==> src/board_cfg_pkg.sv <==
`default_nettype none

package board_cfg_pkg;

    // Flip-flops in every input synchroniser
    localparam int SYNC_STAGES = 2;

    // System reset length after a DTR rising edge
    localparam int DTR_PULSE_CYCLES = 4;
    // Wide enough to hold the pulse length
    localparam int DTR_CNT_WIDTH = $clog2(DTR_PULSE_CYCLES + 1);

    // LED afterglow in clk cycles after the last activity
    localparam int ACTIVITY_HOLD_CYCLES = 32;
    localparam int HOLD_CNT_WIDTH = $clog2(ACTIVITY_HOLD_CYCLES + 1);

    // CPU program counter width
    localparam int PC_WIDTH = 27;

    // First PC value outside the bootloader
    localparam logic [PC_WIDTH-1:0] BOOT_DONE_PC = 27'hC02522;

    // Synchronised interrupt and flag lines
    localparam int N_IRQ = 5;

    // usb0, usb1, eth, ps2, flash and gpu
    localparam int N_ACTIVITY = 6;

endpackage

`default_nettype wire

==> src/board_types_pkg.sv <==
`default_nettype none

package board_types_pkg;

    // Board control levels after the synchroniser
    typedef struct packed {
        // Low while any reset pin or button is pressed
        logic nreset_ok;
        // Serial port opened by the host
        logic dtr;
        // DIP switch 0
        logic boot_mode;
        // DIP switch 1, high selects HDMI
        logic select_hdmi;
    } ctrl_in_t;

    // Peripheral interrupt lines and the GPU flag
    typedef struct packed {
        // CH376 bottom, low active
        logic spi1_nint;
        // CH376 top, low active
        logic spi2_nint;
        // W5500
        logic spi3_int;
        // General purpose pin on the expansion SPI
        logic spi4_gp;
        // GPU finished a frame
        logic frame_drawn;
    } irq_in_t;

    // Slot of each activity LED
    typedef enum logic [2:0] {
        act_usb0,
        act_usb1,
        act_eth,
        act_ps2,
        act_flash,
        act_gpu
    } activity_idx_t;

endpackage

`default_nettype wire

==> src/board_if.sv <==
`default_nettype none

// Synchronised board levels from input_sync
interface sync_status_if;
    import board_types_pkg::*;

    // Reset pins, DTR and DIP switches
    ctrl_in_t ctrl;
    // Interrupt and frame flags
    irq_in_t  irq;

    // Written by the synchroniser
    modport sync_out (
        output ctrl,
        output irq
    );

    // Reset generator and LED block
    modport sync_in (
        input ctrl,
        input irq
    );
endinterface

// Activity strobes from the rest of the system
interface activity_if;
    // Chip selects, low active
    logic       flash_cs_n;
    logic       usb0_cs_n;
    logic       usb1_cs_n;
    logic       eth_cs_n;
    // PS/2 scan code ready
    logic       ps2_int;
    // One write enable per VRAM
    logic [3:0] vram_we;

    modport src (
        output flash_cs_n, usb0_cs_n, usb1_cs_n, eth_cs_n,
        output ps2_int,
        output vram_we
    );

    modport sink (
        input flash_cs_n, usb0_cs_n, usb1_cs_n, eth_cs_n,
        input ps2_int,
        input vram_we
    );
endinterface

`default_nettype wire

==> src/sync_chain.sv <==
`default_nettype none

module sync_chain #(
    parameter type payload_t = logic
) (
    input  logic     clk,
    input  payload_t d,
    output payload_t q
);
    import board_cfg_pkg::*;

    // One register per stage, whole payload moves together
    payload_t stage [SYNC_STAGES];

    always_ff @(posedge clk) begin
        // First stage may go metastable
        stage[0] <= d;
        for (int i = 1; i < SYNC_STAGES; i++) begin
            stage[i] <= stage[i-1];
        end
    end

    // Last stage is stable in the clk domain
    assign q = stage[SYNC_STAGES-1];

endmodule

`default_nettype wire

==> src/input_sync.sv <==
`default_nettype none

module input_sync (
    input  logic                  clk,
    input  logic                  nreset,
    input  logic                  btn_l_n,
    input  logic                  btn_r_n,
    input  logic                  dtr,
    input  logic [1:0]            dips,
    input  logic                  spi1_nint,
    input  logic                  spi2_nint,
    input  logic                  spi3_int,
    input  logic                  spi4_gp,
    input  logic                  frame_drawn,
    sync_status_if.sync_out       sync
);
    import board_cfg_pkg::*;
    import board_types_pkg::*;

    ctrl_in_t         ctrl_raw;
    logic [N_IRQ-1:0] irq_bits;
    irq_in_t          irq_raw;

    // Any pressed reset source pulls the level low
    assign ctrl_raw.nreset_ok   = nreset & btn_l_n & btn_r_n;
    assign ctrl_raw.dtr         = dtr;
    // DIP 0 picks the boot source
    assign ctrl_raw.boot_mode   = dips[0];
    // DIP 1 picks HDMI over composite
    assign ctrl_raw.select_hdmi = dips[1];

    // Packed in struct field order, MSB first
    assign irq_bits = {spi1_nint, spi2_nint, spi3_int, spi4_gp, frame_drawn};
    assign irq_raw  = irq_in_t'(irq_bits);

    // Control levels
    sync_chain #(
        .payload_t (ctrl_in_t)
    ) i_ctrl_sync (
        .clk (clk),
        .d   (ctrl_raw),
        .q   (sync.ctrl)
    );

    // Interrupt lines
    sync_chain #(
        .payload_t (irq_in_t)
    ) i_irq_sync (
        .clk (clk),
        .d   (irq_raw),
        .q   (sync.irq)
    );

endmodule

`default_nettype wire

==> src/reset_gen.sv <==
`default_nettype none

module reset_gen (
    input  logic            clk,
    input  logic            reset,
    sync_status_if.sync_in  sync,
    output logic            sys_reset,
    output logic            spi1_rst,
    output logic            spi2_rst,
    output logic            spi3_nrst,
    output logic            led
);
    import board_cfg_pkg::*;

    logic                     dtr_prev;
    logic                     dtr_rise;
    logic [DTR_CNT_WIDTH-1:0] pulse_cnt;
    logic                     pulse_busy;

    // Host opened the serial port
    assign dtr_rise   = sync.ctrl.dtr & ~dtr_prev;
    assign pulse_busy = pulse_cnt != '0;

    always_ff @(posedge clk) begin
        if (reset) begin
            // Line already high at startup is not an edge
            dtr_prev  <= sync.ctrl.dtr;
            pulse_cnt <= '0;
            // Board reset also clears the LED stretchers
            sys_reset <= 1'b1;
        end else begin
            dtr_prev <= sync.ctrl.dtr;
            // Edge cycle counts as the first pulse cycle
            if (dtr_rise) begin
                pulse_cnt <= DTR_CNT_WIDTH'(DTR_PULSE_CYCLES - 1);
            end else if (pulse_busy) begin
                pulse_cnt <= pulse_cnt - 1'b1;
            end
            // Pin reset or DTR pulse
            sys_reset <= ~sync.ctrl.nreset_ok | dtr_rise | pulse_busy;
        end
    end

    // CH376 resets are high active
    assign spi1_rst  = sys_reset;
    assign spi2_rst  = sys_reset;
    // W5500 reset is low active
    assign spi3_nrst = ~sys_reset;

    // Debug LED shows an open serial port
    assign led = sync.ctrl.dtr;

endmodule

`default_nettype wire

==> src/activity_led.sv <==
`default_nettype none

module activity_led (
    input  logic clk,
    input  logic sys_reset,
    input  logic activity,
    output logic led
);
    import board_cfg_pkg::*;

    // Cycles left before the LED goes dark
    logic [HOLD_CNT_WIDTH-1:0] hold_cnt;

    always_ff @(posedge clk) begin
        if (sys_reset) begin
            hold_cnt <= '0;
        end else if (activity) begin
            // Reload for as long as activity lasts
            hold_cnt <= HOLD_CNT_WIDTH'(ACTIVITY_HOLD_CYCLES);
        end else if (hold_cnt != '0) begin
            hold_cnt <= hold_cnt - 1'b1;
        end
    end

    // Lit while any hold time is left
    // a single cycle strobe thus shows for the full hold time
    assign led = hold_cnt != '0;

endmodule

`default_nettype wire

==> src/status_leds.sv <==
`default_nettype none

module status_leds (
    input  logic                              clk,
    input  logic                              sys_reset,
    sync_status_if.sync_in                    sync,
    activity_if.sink                          act,
    input  logic [board_cfg_pkg::PC_WIDTH-1:0] pc,
    input  logic                              qspi_mode,
    output logic                              led_booted,
    output logic                              led_hdmi,
    output logic                              led_qspi,
    output logic                              led_usb0,
    output logic                              led_usb1,
    output logic                              led_eth,
    output logic                              led_ps2,
    output logic                              led_flash,
    output logic                              led_gpu
);
    import board_cfg_pkg::*;
    import board_types_pkg::*;

    logic [N_ACTIVITY-1:0] activity;
    logic [N_ACTIVITY-1:0] act_led;

    // Chip selects are low active
    assign activity[act_usb0]  = ~act.usb0_cs_n;
    assign activity[act_usb1]  = ~act.usb1_cs_n;
    assign activity[act_eth]   = ~act.eth_cs_n;
    assign activity[act_flash] = ~act.flash_cs_n;
    // Scan code ready strobe
    assign activity[act_ps2]   = act.ps2_int;
    // Write to any VRAM
    assign activity[act_gpu]   = |act.vram_we;

    // One pulse stretcher per slot
    for (genvar i = 0; i < N_ACTIVITY; i++) begin : g_act
        activity_led i_activity_led (
            .clk       (clk),
            .sys_reset (sys_reset),
            .activity  (activity[i]),
            .led       (act_led[i])
        );
    end

    assign led_usb0  = act_led[act_usb0];
    assign led_usb1  = act_led[act_usb1];
    assign led_eth   = act_led[act_eth];
    assign led_ps2   = act_led[act_ps2];
    assign led_flash = act_led[act_flash];
    assign led_gpu   = act_led[act_gpu];

    // CPU has left the bootloader
    assign led_booted = (pc >= BOOT_DONE_PC) | sys_reset;

    // Lit for composite output
    assign led_hdmi = ~sync.ctrl.select_hdmi | sys_reset;

    // Lit while the flash runs in single SPI mode
    assign led_qspi = ~qspi_mode | sys_reset;

endmodule

`default_nettype wire

==> src/board_ctrl_top.sv <==
`default_nettype none

module board_ctrl_top (
    input  logic                               clk,
    input  logic                               reset,
    input  logic                               nreset,
    input  logic                               btn_l_n,
    input  logic                               btn_r_n,
    input  logic                               dtr,
    input  logic [1:0]                         dips,
    input  logic                               spi1_nint,
    input  logic                               spi2_nint,
    input  logic                               spi3_int,
    input  logic                               spi4_gp,
    input  logic                               frame_drawn,
    input  logic [board_cfg_pkg::PC_WIDTH-1:0] pc,
    input  logic                               qspi_mode,
    input  logic                               flash_cs_n,
    input  logic                               usb0_cs_n,
    input  logic                               usb1_cs_n,
    input  logic                               eth_cs_n,
    input  logic                               ps2_int,
    input  logic [3:0]                         vram_we,
    output logic                               sys_reset,
    output logic                               spi1_rst,
    output logic                               spi2_rst,
    output logic                               spi3_nrst,
    output logic                               led,
    output logic                               led_booted,
    output logic                               led_hdmi,
    output logic                               led_qspi,
    output logic                               led_usb0,
    output logic                               led_usb1,
    output logic                               led_eth,
    output logic                               led_ps2,
    output logic                               led_flash,
    output logic                               led_gpu,
    output logic                               spi1_nint_s,
    output logic                               spi2_nint_s,
    output logic                               spi3_int_s,
    output logic                               spi4_gp_s,
    output logic                               frame_drawn_s,
    output logic                               boot_mode,
    output logic                               select_hdmi
);

    sync_status_if sync_if ();
    activity_if    act_if ();

    // Activity strobes onto the interface
    assign act_if.flash_cs_n = flash_cs_n;
    assign act_if.usb0_cs_n  = usb0_cs_n;
    assign act_if.usb1_cs_n  = usb1_cs_n;
    assign act_if.eth_cs_n   = eth_cs_n;
    assign act_if.ps2_int    = ps2_int;
    assign act_if.vram_we    = vram_we;

    // Synchronised levels for the CPU and memory unit
    assign spi1_nint_s   = sync_if.irq.spi1_nint;
    assign spi2_nint_s   = sync_if.irq.spi2_nint;
    assign spi3_int_s    = sync_if.irq.spi3_int;
    assign spi4_gp_s     = sync_if.irq.spi4_gp;
    assign frame_drawn_s = sync_if.irq.frame_drawn;
    assign boot_mode     = sync_if.ctrl.boot_mode;
    assign select_hdmi   = sync_if.ctrl.select_hdmi;

    input_sync i_input_sync (
        .clk         (clk),
        .nreset      (nreset),
        .btn_l_n     (btn_l_n),
        .btn_r_n     (btn_r_n),
        .dtr         (dtr),
        .dips        (dips),
        .spi1_nint   (spi1_nint),
        .spi2_nint   (spi2_nint),
        .spi3_int    (spi3_int),
        .spi4_gp     (spi4_gp),
        .frame_drawn (frame_drawn),
        .sync        (sync_if.sync_out)
    );

    // Global reset and peripheral reset pins
    reset_gen i_reset_gen (
        .clk       (clk),
        .reset     (reset),
        .sync      (sync_if.sync_in),
        .sys_reset (sys_reset),
        .spi1_rst  (spi1_rst),
        .spi2_rst  (spi2_rst),
        .spi3_nrst (spi3_nrst),
        .led       (led)
    );

    status_leds i_status_leds (
        .clk        (clk),
        .sys_reset  (sys_reset),
        .sync       (sync_if.sync_in),
        .act        (act_if.sink),
        .pc         (pc),
        .qspi_mode  (qspi_mode),
        .led_booted (led_booted),
        .led_hdmi   (led_hdmi),
        .led_qspi   (led_qspi),
        .led_usb0   (led_usb0),
        .led_usb1   (led_usb1),
        .led_eth    (led_eth),
        .led_ps2    (led_ps2),
        .led_flash  (led_flash),
        .led_gpu    (led_gpu)
    );

endmodule

`default_nettype wire

==> config.mk <==
export PLATFORM = sky130hd
export DESIGN_NAME = board_ctrl_top
export DESIGN_NICKNAME = d
export VERILOG_FILES = /design/src/board_cfg_pkg.sv /design/src/board_types_pkg.sv /design/src/board_if.sv /design/src/sync_chain.sv /design/src/input_sync.sv /design/src/reset_gen.sv /design/src/activity_led.sv /design/src/status_leds.sv /design/src/board_ctrl_top.sv
export SDC_FILE = /design/constraint.sdc
export NUM_CORES = 1
export LEC_CHECK = 0
export BUFFER_PORTS_ARGS = -buffer_cell sky130_fd_sc_hd__buf_2
export CAP_MARGIN = 20
export CORE_ASPECT_RATIO = 0.5
export CORE_UTILIZATION = 50
export DETAILED_ROUTE_END_ITERATION = 8
export GPL_TIMING_DRIVEN = 0
export PLACE_DENSITY_LB_ADDON = 0.1
export SLEW_MARGIN = 20
export SYNTH_ARGS = -nofsm -noshare
export SYNTH_HDL_FRONTEND = slang
export SYNTH_HIERARCHICAL = 1
export SYNTH_SLANG_ARGS = --single-unit
==> constraint.sdc <==
create_clock -name clk -period 1.85 [get_ports clk]
set_input_delay 0.37 -clock clk [delete_from_list [all_inputs] [get_ports clk]]
set_output_delay 0.37 -clock clk [all_outputs]
set_load 0.01 [all_outputs]
After elaboration in Yosys (flattened, before gate mapping):

Memories as Yosys holds them, arrays and structs flattened.
Index checks and enable logic that the tools add are counted.

* add/sub/neg operators: 7
* magnitude comparators: 1
* equal/unequal tests: 4
* muxes and demuxes: 14
* bitwise operators: 17
* reductions and logical operators: 18

Operator list (number)
* two-way mux 6 bit: 12
* nonzero test 6 bit: 6
* subtractor 6 x 1 -> 6 bit, second input constant: 6
* >= comparator 27 x 24 -> 1 bit, second input constant: 1
* OR reduction 2 bit: 6
* NOT 1 bit: 9
* != test 2 x 1 -> 1 bit, second input constant: 4
* nonzero test 2 bit: 3
* OR 1 bit: 5
* OR reduction 5 bit: 1
* two-way mux 2 bit: 2
* OR reduction 4 bit: 1
* AND 1 bit: 3
* nonzero test 3 bit: 1
* subtractor 3 x 1 -> 3 bit, second input constant: 1

* flip-flop bits (word level): 41
* RAM bits: 18
* input bits: 50
* output and inout port bits: 21
* logic and storage cells: 79
* memories kept: 2

Memory list
* i_input_sync.i_irq_sync.stage: words 2, bits a word 5, rd ports 2, clocked after Yosys merged registers in 0, write ports 2, line sync_chain.sv:13 `payload_t stage [SYNC_STAGES];`
* i_input_sync.i_ctrl_sync.stage: words 2, bits a word 4, rd ports 2, clocked after Yosys merged registers in 0, write ports 2, line sync_chain.sv:13

Logic depth before layout (Yosys ltp):

* depth in word-level cells: 4
* gate-level depth with buffers: 6
* gate-level depth less buffers: 6

Modules after synthesis:

Netlist, hierarchy kept.

Modules (own cells, without submodules)
* activity_led: times used 6, cells an instance 33, area an instance 327.8 um^2, seq. area each 120.1 um^2
* reset_gen: times used 1, cells an instance 26, area an instance 259.0 um^2, seq. area each 100.1 um^2
* sync_chain at i_input_sync.i_irq_sync: times used 1, cells an instance 15, area an instance 237.7 um^2, seq. area each 200.2 um^2
* sync_chain at i_input_sync.i_ctrl_sync: times used 1, cells an instance 12, area an instance 190.2 um^2, seq. area each 160.2 um^2
* status_leds: times used 1, cells an instance 18, area an instance 106.4 um^2, seq. area each 0.0 um^2
* input_sync: times used 1, cells an instance 1, area an instance 6.3 um^2, seq. area each 0.0 um^2

Least setup slack after synthesis:

Ideal clock, no wire load.

* kind: reg-to-output
* start: reg i_reset_gen.sys_reset, in the netlist i_reset_gen/spi1_rst
* end: out led_booted
* arrival: 1358 ps
* data required time: 1480 ps
* path slack: 122 ps
* cell stages (with the launch flop): 4
* buffers on the path: 1
* cell sequence: dfxtp_1 > buf_4 > or4_1 > a311o_1

* longest elaborated chain between the ends: 1

Ends and longest elaborated chain
* from (decl): line reset_gen.sv:7 `output logic sys_reset,`
* from (signal assigned): line reset_gen.sv:40 `sys_reset <= ~sync.ctrl.nreset_ok | dtr_rise | pulse_busy;`
* OR 1 bit: line status_leds.sv:54 `assign led_booted = (pc >= BOOT_DONE_PC) | sys_reset;`
* to (decl): line board_ctrl_top.sv:29 `output logic led_booted,`

No other way between the ends.

Final worst setup path:

Ends and elaborated chain as after synthesis.

==> metrics <==
Setup-failing EPs final 1; initial antenna violation count 0; crit-path max FO 3; Cell Pwr Density 759 mW/mm^2; Critical Path Slowest Stage Cell or4_4; Critical Path Sink Type output pin; initial detailed-routing violation count 67; die area 0.00585 sq mm; Setup Skew 11.5 ps; Ant. Diodes 0; area post-placement 0.00320 sq mm; Routed Antenna Nets 0; global-route total usage across every layer 0.237; sequential power share 0.445; EDFF count, synth 0; crit path launch type register; outcome finished with violations; Sw Ratio 0.232; vias per inst 5.25; H-tree Lvls 3; fraction of registers with async set/reset 0; Post-Syn Instances 270; Required @ worst endpoint 1480 ps; Synth top area share 0.427; Commonest cells post-synth dfxtp_1 (59), nor4_1 (32), nor3_1 (25), inv_1 (20); fill cell count 340; Starting Density 0.541; Area Growth Syn to Fin 44.0%; io pins 71; Top delay family on crit path simple AND/OR/NAND/NOR gates; Logic pwr share 0.113; max cap viols 0; Synth cell types 32; DPL Wire Length 3790 microns; net load switching power 0.703 mW; final core utilization 0.779; vias in the first global route 2347; DR vias 2466; Root Buffer clkbuf_8; fraction of layout cells with a size suffix above 1 0.513; Final period util 1.03; top cell type by total area after synthesis dfxtp_1; Post-Synthesis Mean Instance Area 10.2 sq um; worst path arrival time 1540 ps; num rows 18; maximum root-to-sink buffer count 2; design area 0.00398 sq mm; routability cong. 0.774; post-layout worst setup margin -62.2 ps; Tmin final 1910 ps; Max Freq 523 MHz; crit path buf inv count 1; TritonCTS clock tree built; CTS buffer count 9; failing checks setup timing; Slew Limit Fails 0; Worst-Margin Slew 413 ps; Worst Hold Class in2reg; Worst-Skew Late Latency 350 ps; Leak Pwr 1.75 nW; core box area 0.00511 sq mm; clock-pin slew on the worst setup and hold paths 70 ps; die width 107 microns; WS Path Type reg2out; top cells by area, synth dfxtp_1 (43%), nor4_1 (7.2%), ha_1 (6.3%); Die Y 54.6 microns; Synth Cell Area 0.00277 sq mm; Internal 2.32 mW; most frequent cell after synthesis dfxtp_1; first-pass GRT wire length 10400 microns; Ys Warns 6; Final Hold Vio Count 0; Yosys reg bits 59; Final Routed Wirelength 6730 microns; setup TNS -62.2 ps; Avg WL per Cell 14.3 microns; PortBufs 69; TritonRoute pass-1 iters 4; worst path cell trace or4_4, a311o_1, buf_2; Final nets 459; Seq/Total Area, Yosys 0.427; grt ovf 0; Peak VDD IR 0.000579 V; clock power share 0.442; Sink Count 59; Main synth FF type dfxtp_1; relative slew slack 0.723; synthesized net count 334; pin count of the biggest net entering global routing 21; RSZ-0062 raised after global routing true; # DRC 0; Worst path max stage delay 400 ps
## layout make-up
| type | instances | area, sq um | share of cell area |
|---|---|---|---|
| plain buffers | 11 | 82.6 | 0.0207 |
| clock buffers | 11 | 151 | 0.0380 |
| clock inverters | 5 | 75.1 | 0.0188 |
| inverters | 26 | 115 | 0.0289 |
| multi-input cells | 173 | 1480 | 0.371 |
| flip-flops and latches | 59 | 1220 | 0.306 |
| well taps | 70 | 87.6 | 0.0220 |
| repair buffers | 115 | 778 | 0.195 |
## layout by cell type, fill, tap and decap left out, types with 2 or more instances in the layout
master     Yosys  final
inv_2          6     11
dfxtp_2        0      5
ha_1          14      8
o31ai_1        6      6
nand4_1        2      2
dfxtp_4        0      8
inv_1         20      8
buf_2          0     63
xnor2_1       18     18
nor3b_1        7      7
ha_4           0      6
clkinv_2       0      3
bufbuf_16      0      2
a2111oi_2      6      6
nor2b_1        8      8
nor4_1        32     32
nor3_1        25     25
nand2b_1       3      3
or3_4          6      6
inv_4          0      7
or2b_4         6      6
dfxtp_1       59     46
buf_4         12     55
nand4bb_1      2      2
nor2_8         6      6
a21oi_1       18     18
bufinv_16      0      2
clkbuf_8       0     11
buf_6          0      6
## state kept, by name, summed over array words and instances, names as in the netlist
register / flops
i_reset_gen/dtr_prev: 1
i_input_sync/i_ctrl_sync/stage: 8
i_reset_gen/pulse_cnt: 3
i_status_leds/g_act.i_activity_led/hold_cnt: 36
i_input_sync/i_irq_sync/stage: 10
i_reset_gen/spi1_rst: 1
## metal layers
metal / routed length (microns) / track usage / up-vias
li1: - / - / 1227
met1: 3030 / 0.266 / 1155
met2: 3170 / 0.428 / 73
met3: 416 / 0.0917 / 11
met4: 108 / 0.0799 / 0
met5: 0 / 0 / -
## through the flow
step / hold slack (ps) / std cells / setup slack [ps] / power, mW
4_1_cts: 113 / 459 / -211 / 3.05
6_report: 125 / 470 / -62.2 / 3.02
5_1_grt: 107 / 470 / -108 / 3.16
3_5_place_dp: 314 / 409 / -20.6 / 1.69
2_1_floorplan: 310 / 270 / 122 / 1.57
3_3_place_gp: 310 / 409 / -15.6 / 1.67
## power by group through the flow
stage | clock, mW | sequential [mW] | combinational, mW
after detailed placement | 0 | 1.39 | 0.304
after floorplan | 0 | 1.38 | 0.198
after global routing | 1.42 | 1.35 | 0.381
final | 1.34 | 1.35 | 0.341
after CTS | 1.36 | 1.35 | 0.344
after global placement | 0 | 1.38 | 0.286
## logic make-up after synthesis
| logic type | count (synthesis) | synth area share |
|---|---|---|
| adders and majority gates | 14 | 0.0633 |
| buffers and inverters | 38 | 0.0678 |
| xor gates and xnor gates | 18 | 0.0570 |
| and+or+nand+nor | 104 | 0.283 |
| DFF | 59 | 0.427 |
| AOI/OAI and AO/OA | 37 | 0.102 |
## final timing paths
check,start,endpoint,slack [ps],cells past startpoint
worst max-delay path,i_reset_gen/spi1_rst,led_booted,-60,3
worst min-delay path,spi2_nint,i_input_sync/i_irq_sync/stage[0][3],130,1
worst max register to register,register,register,430,6
worst min register to register,i_input_sync/i_irq_sync/stage[0][1],i_input_sync/i_irq_sync/stage[0][6],330,0
## worst reg2reg max path, delay by kind of cell, from the launching register on
kind | cells | cell delay [ps]
flops | 1 | 360
compound gates | 1 | 350
fa+ha+maj | 1 | 120
buf+inv | 2 | 120
simple gates | 2 | 380
## timing repair
action,4_1_cts,5_1_grt
hold buffers,0,0
setup buffers,32,12
setup endpoints to repair,7,7
gates resized for setup,52,10
pin swaps,12,14
cloned,2,0
Power figures use the tool's default switching activity.
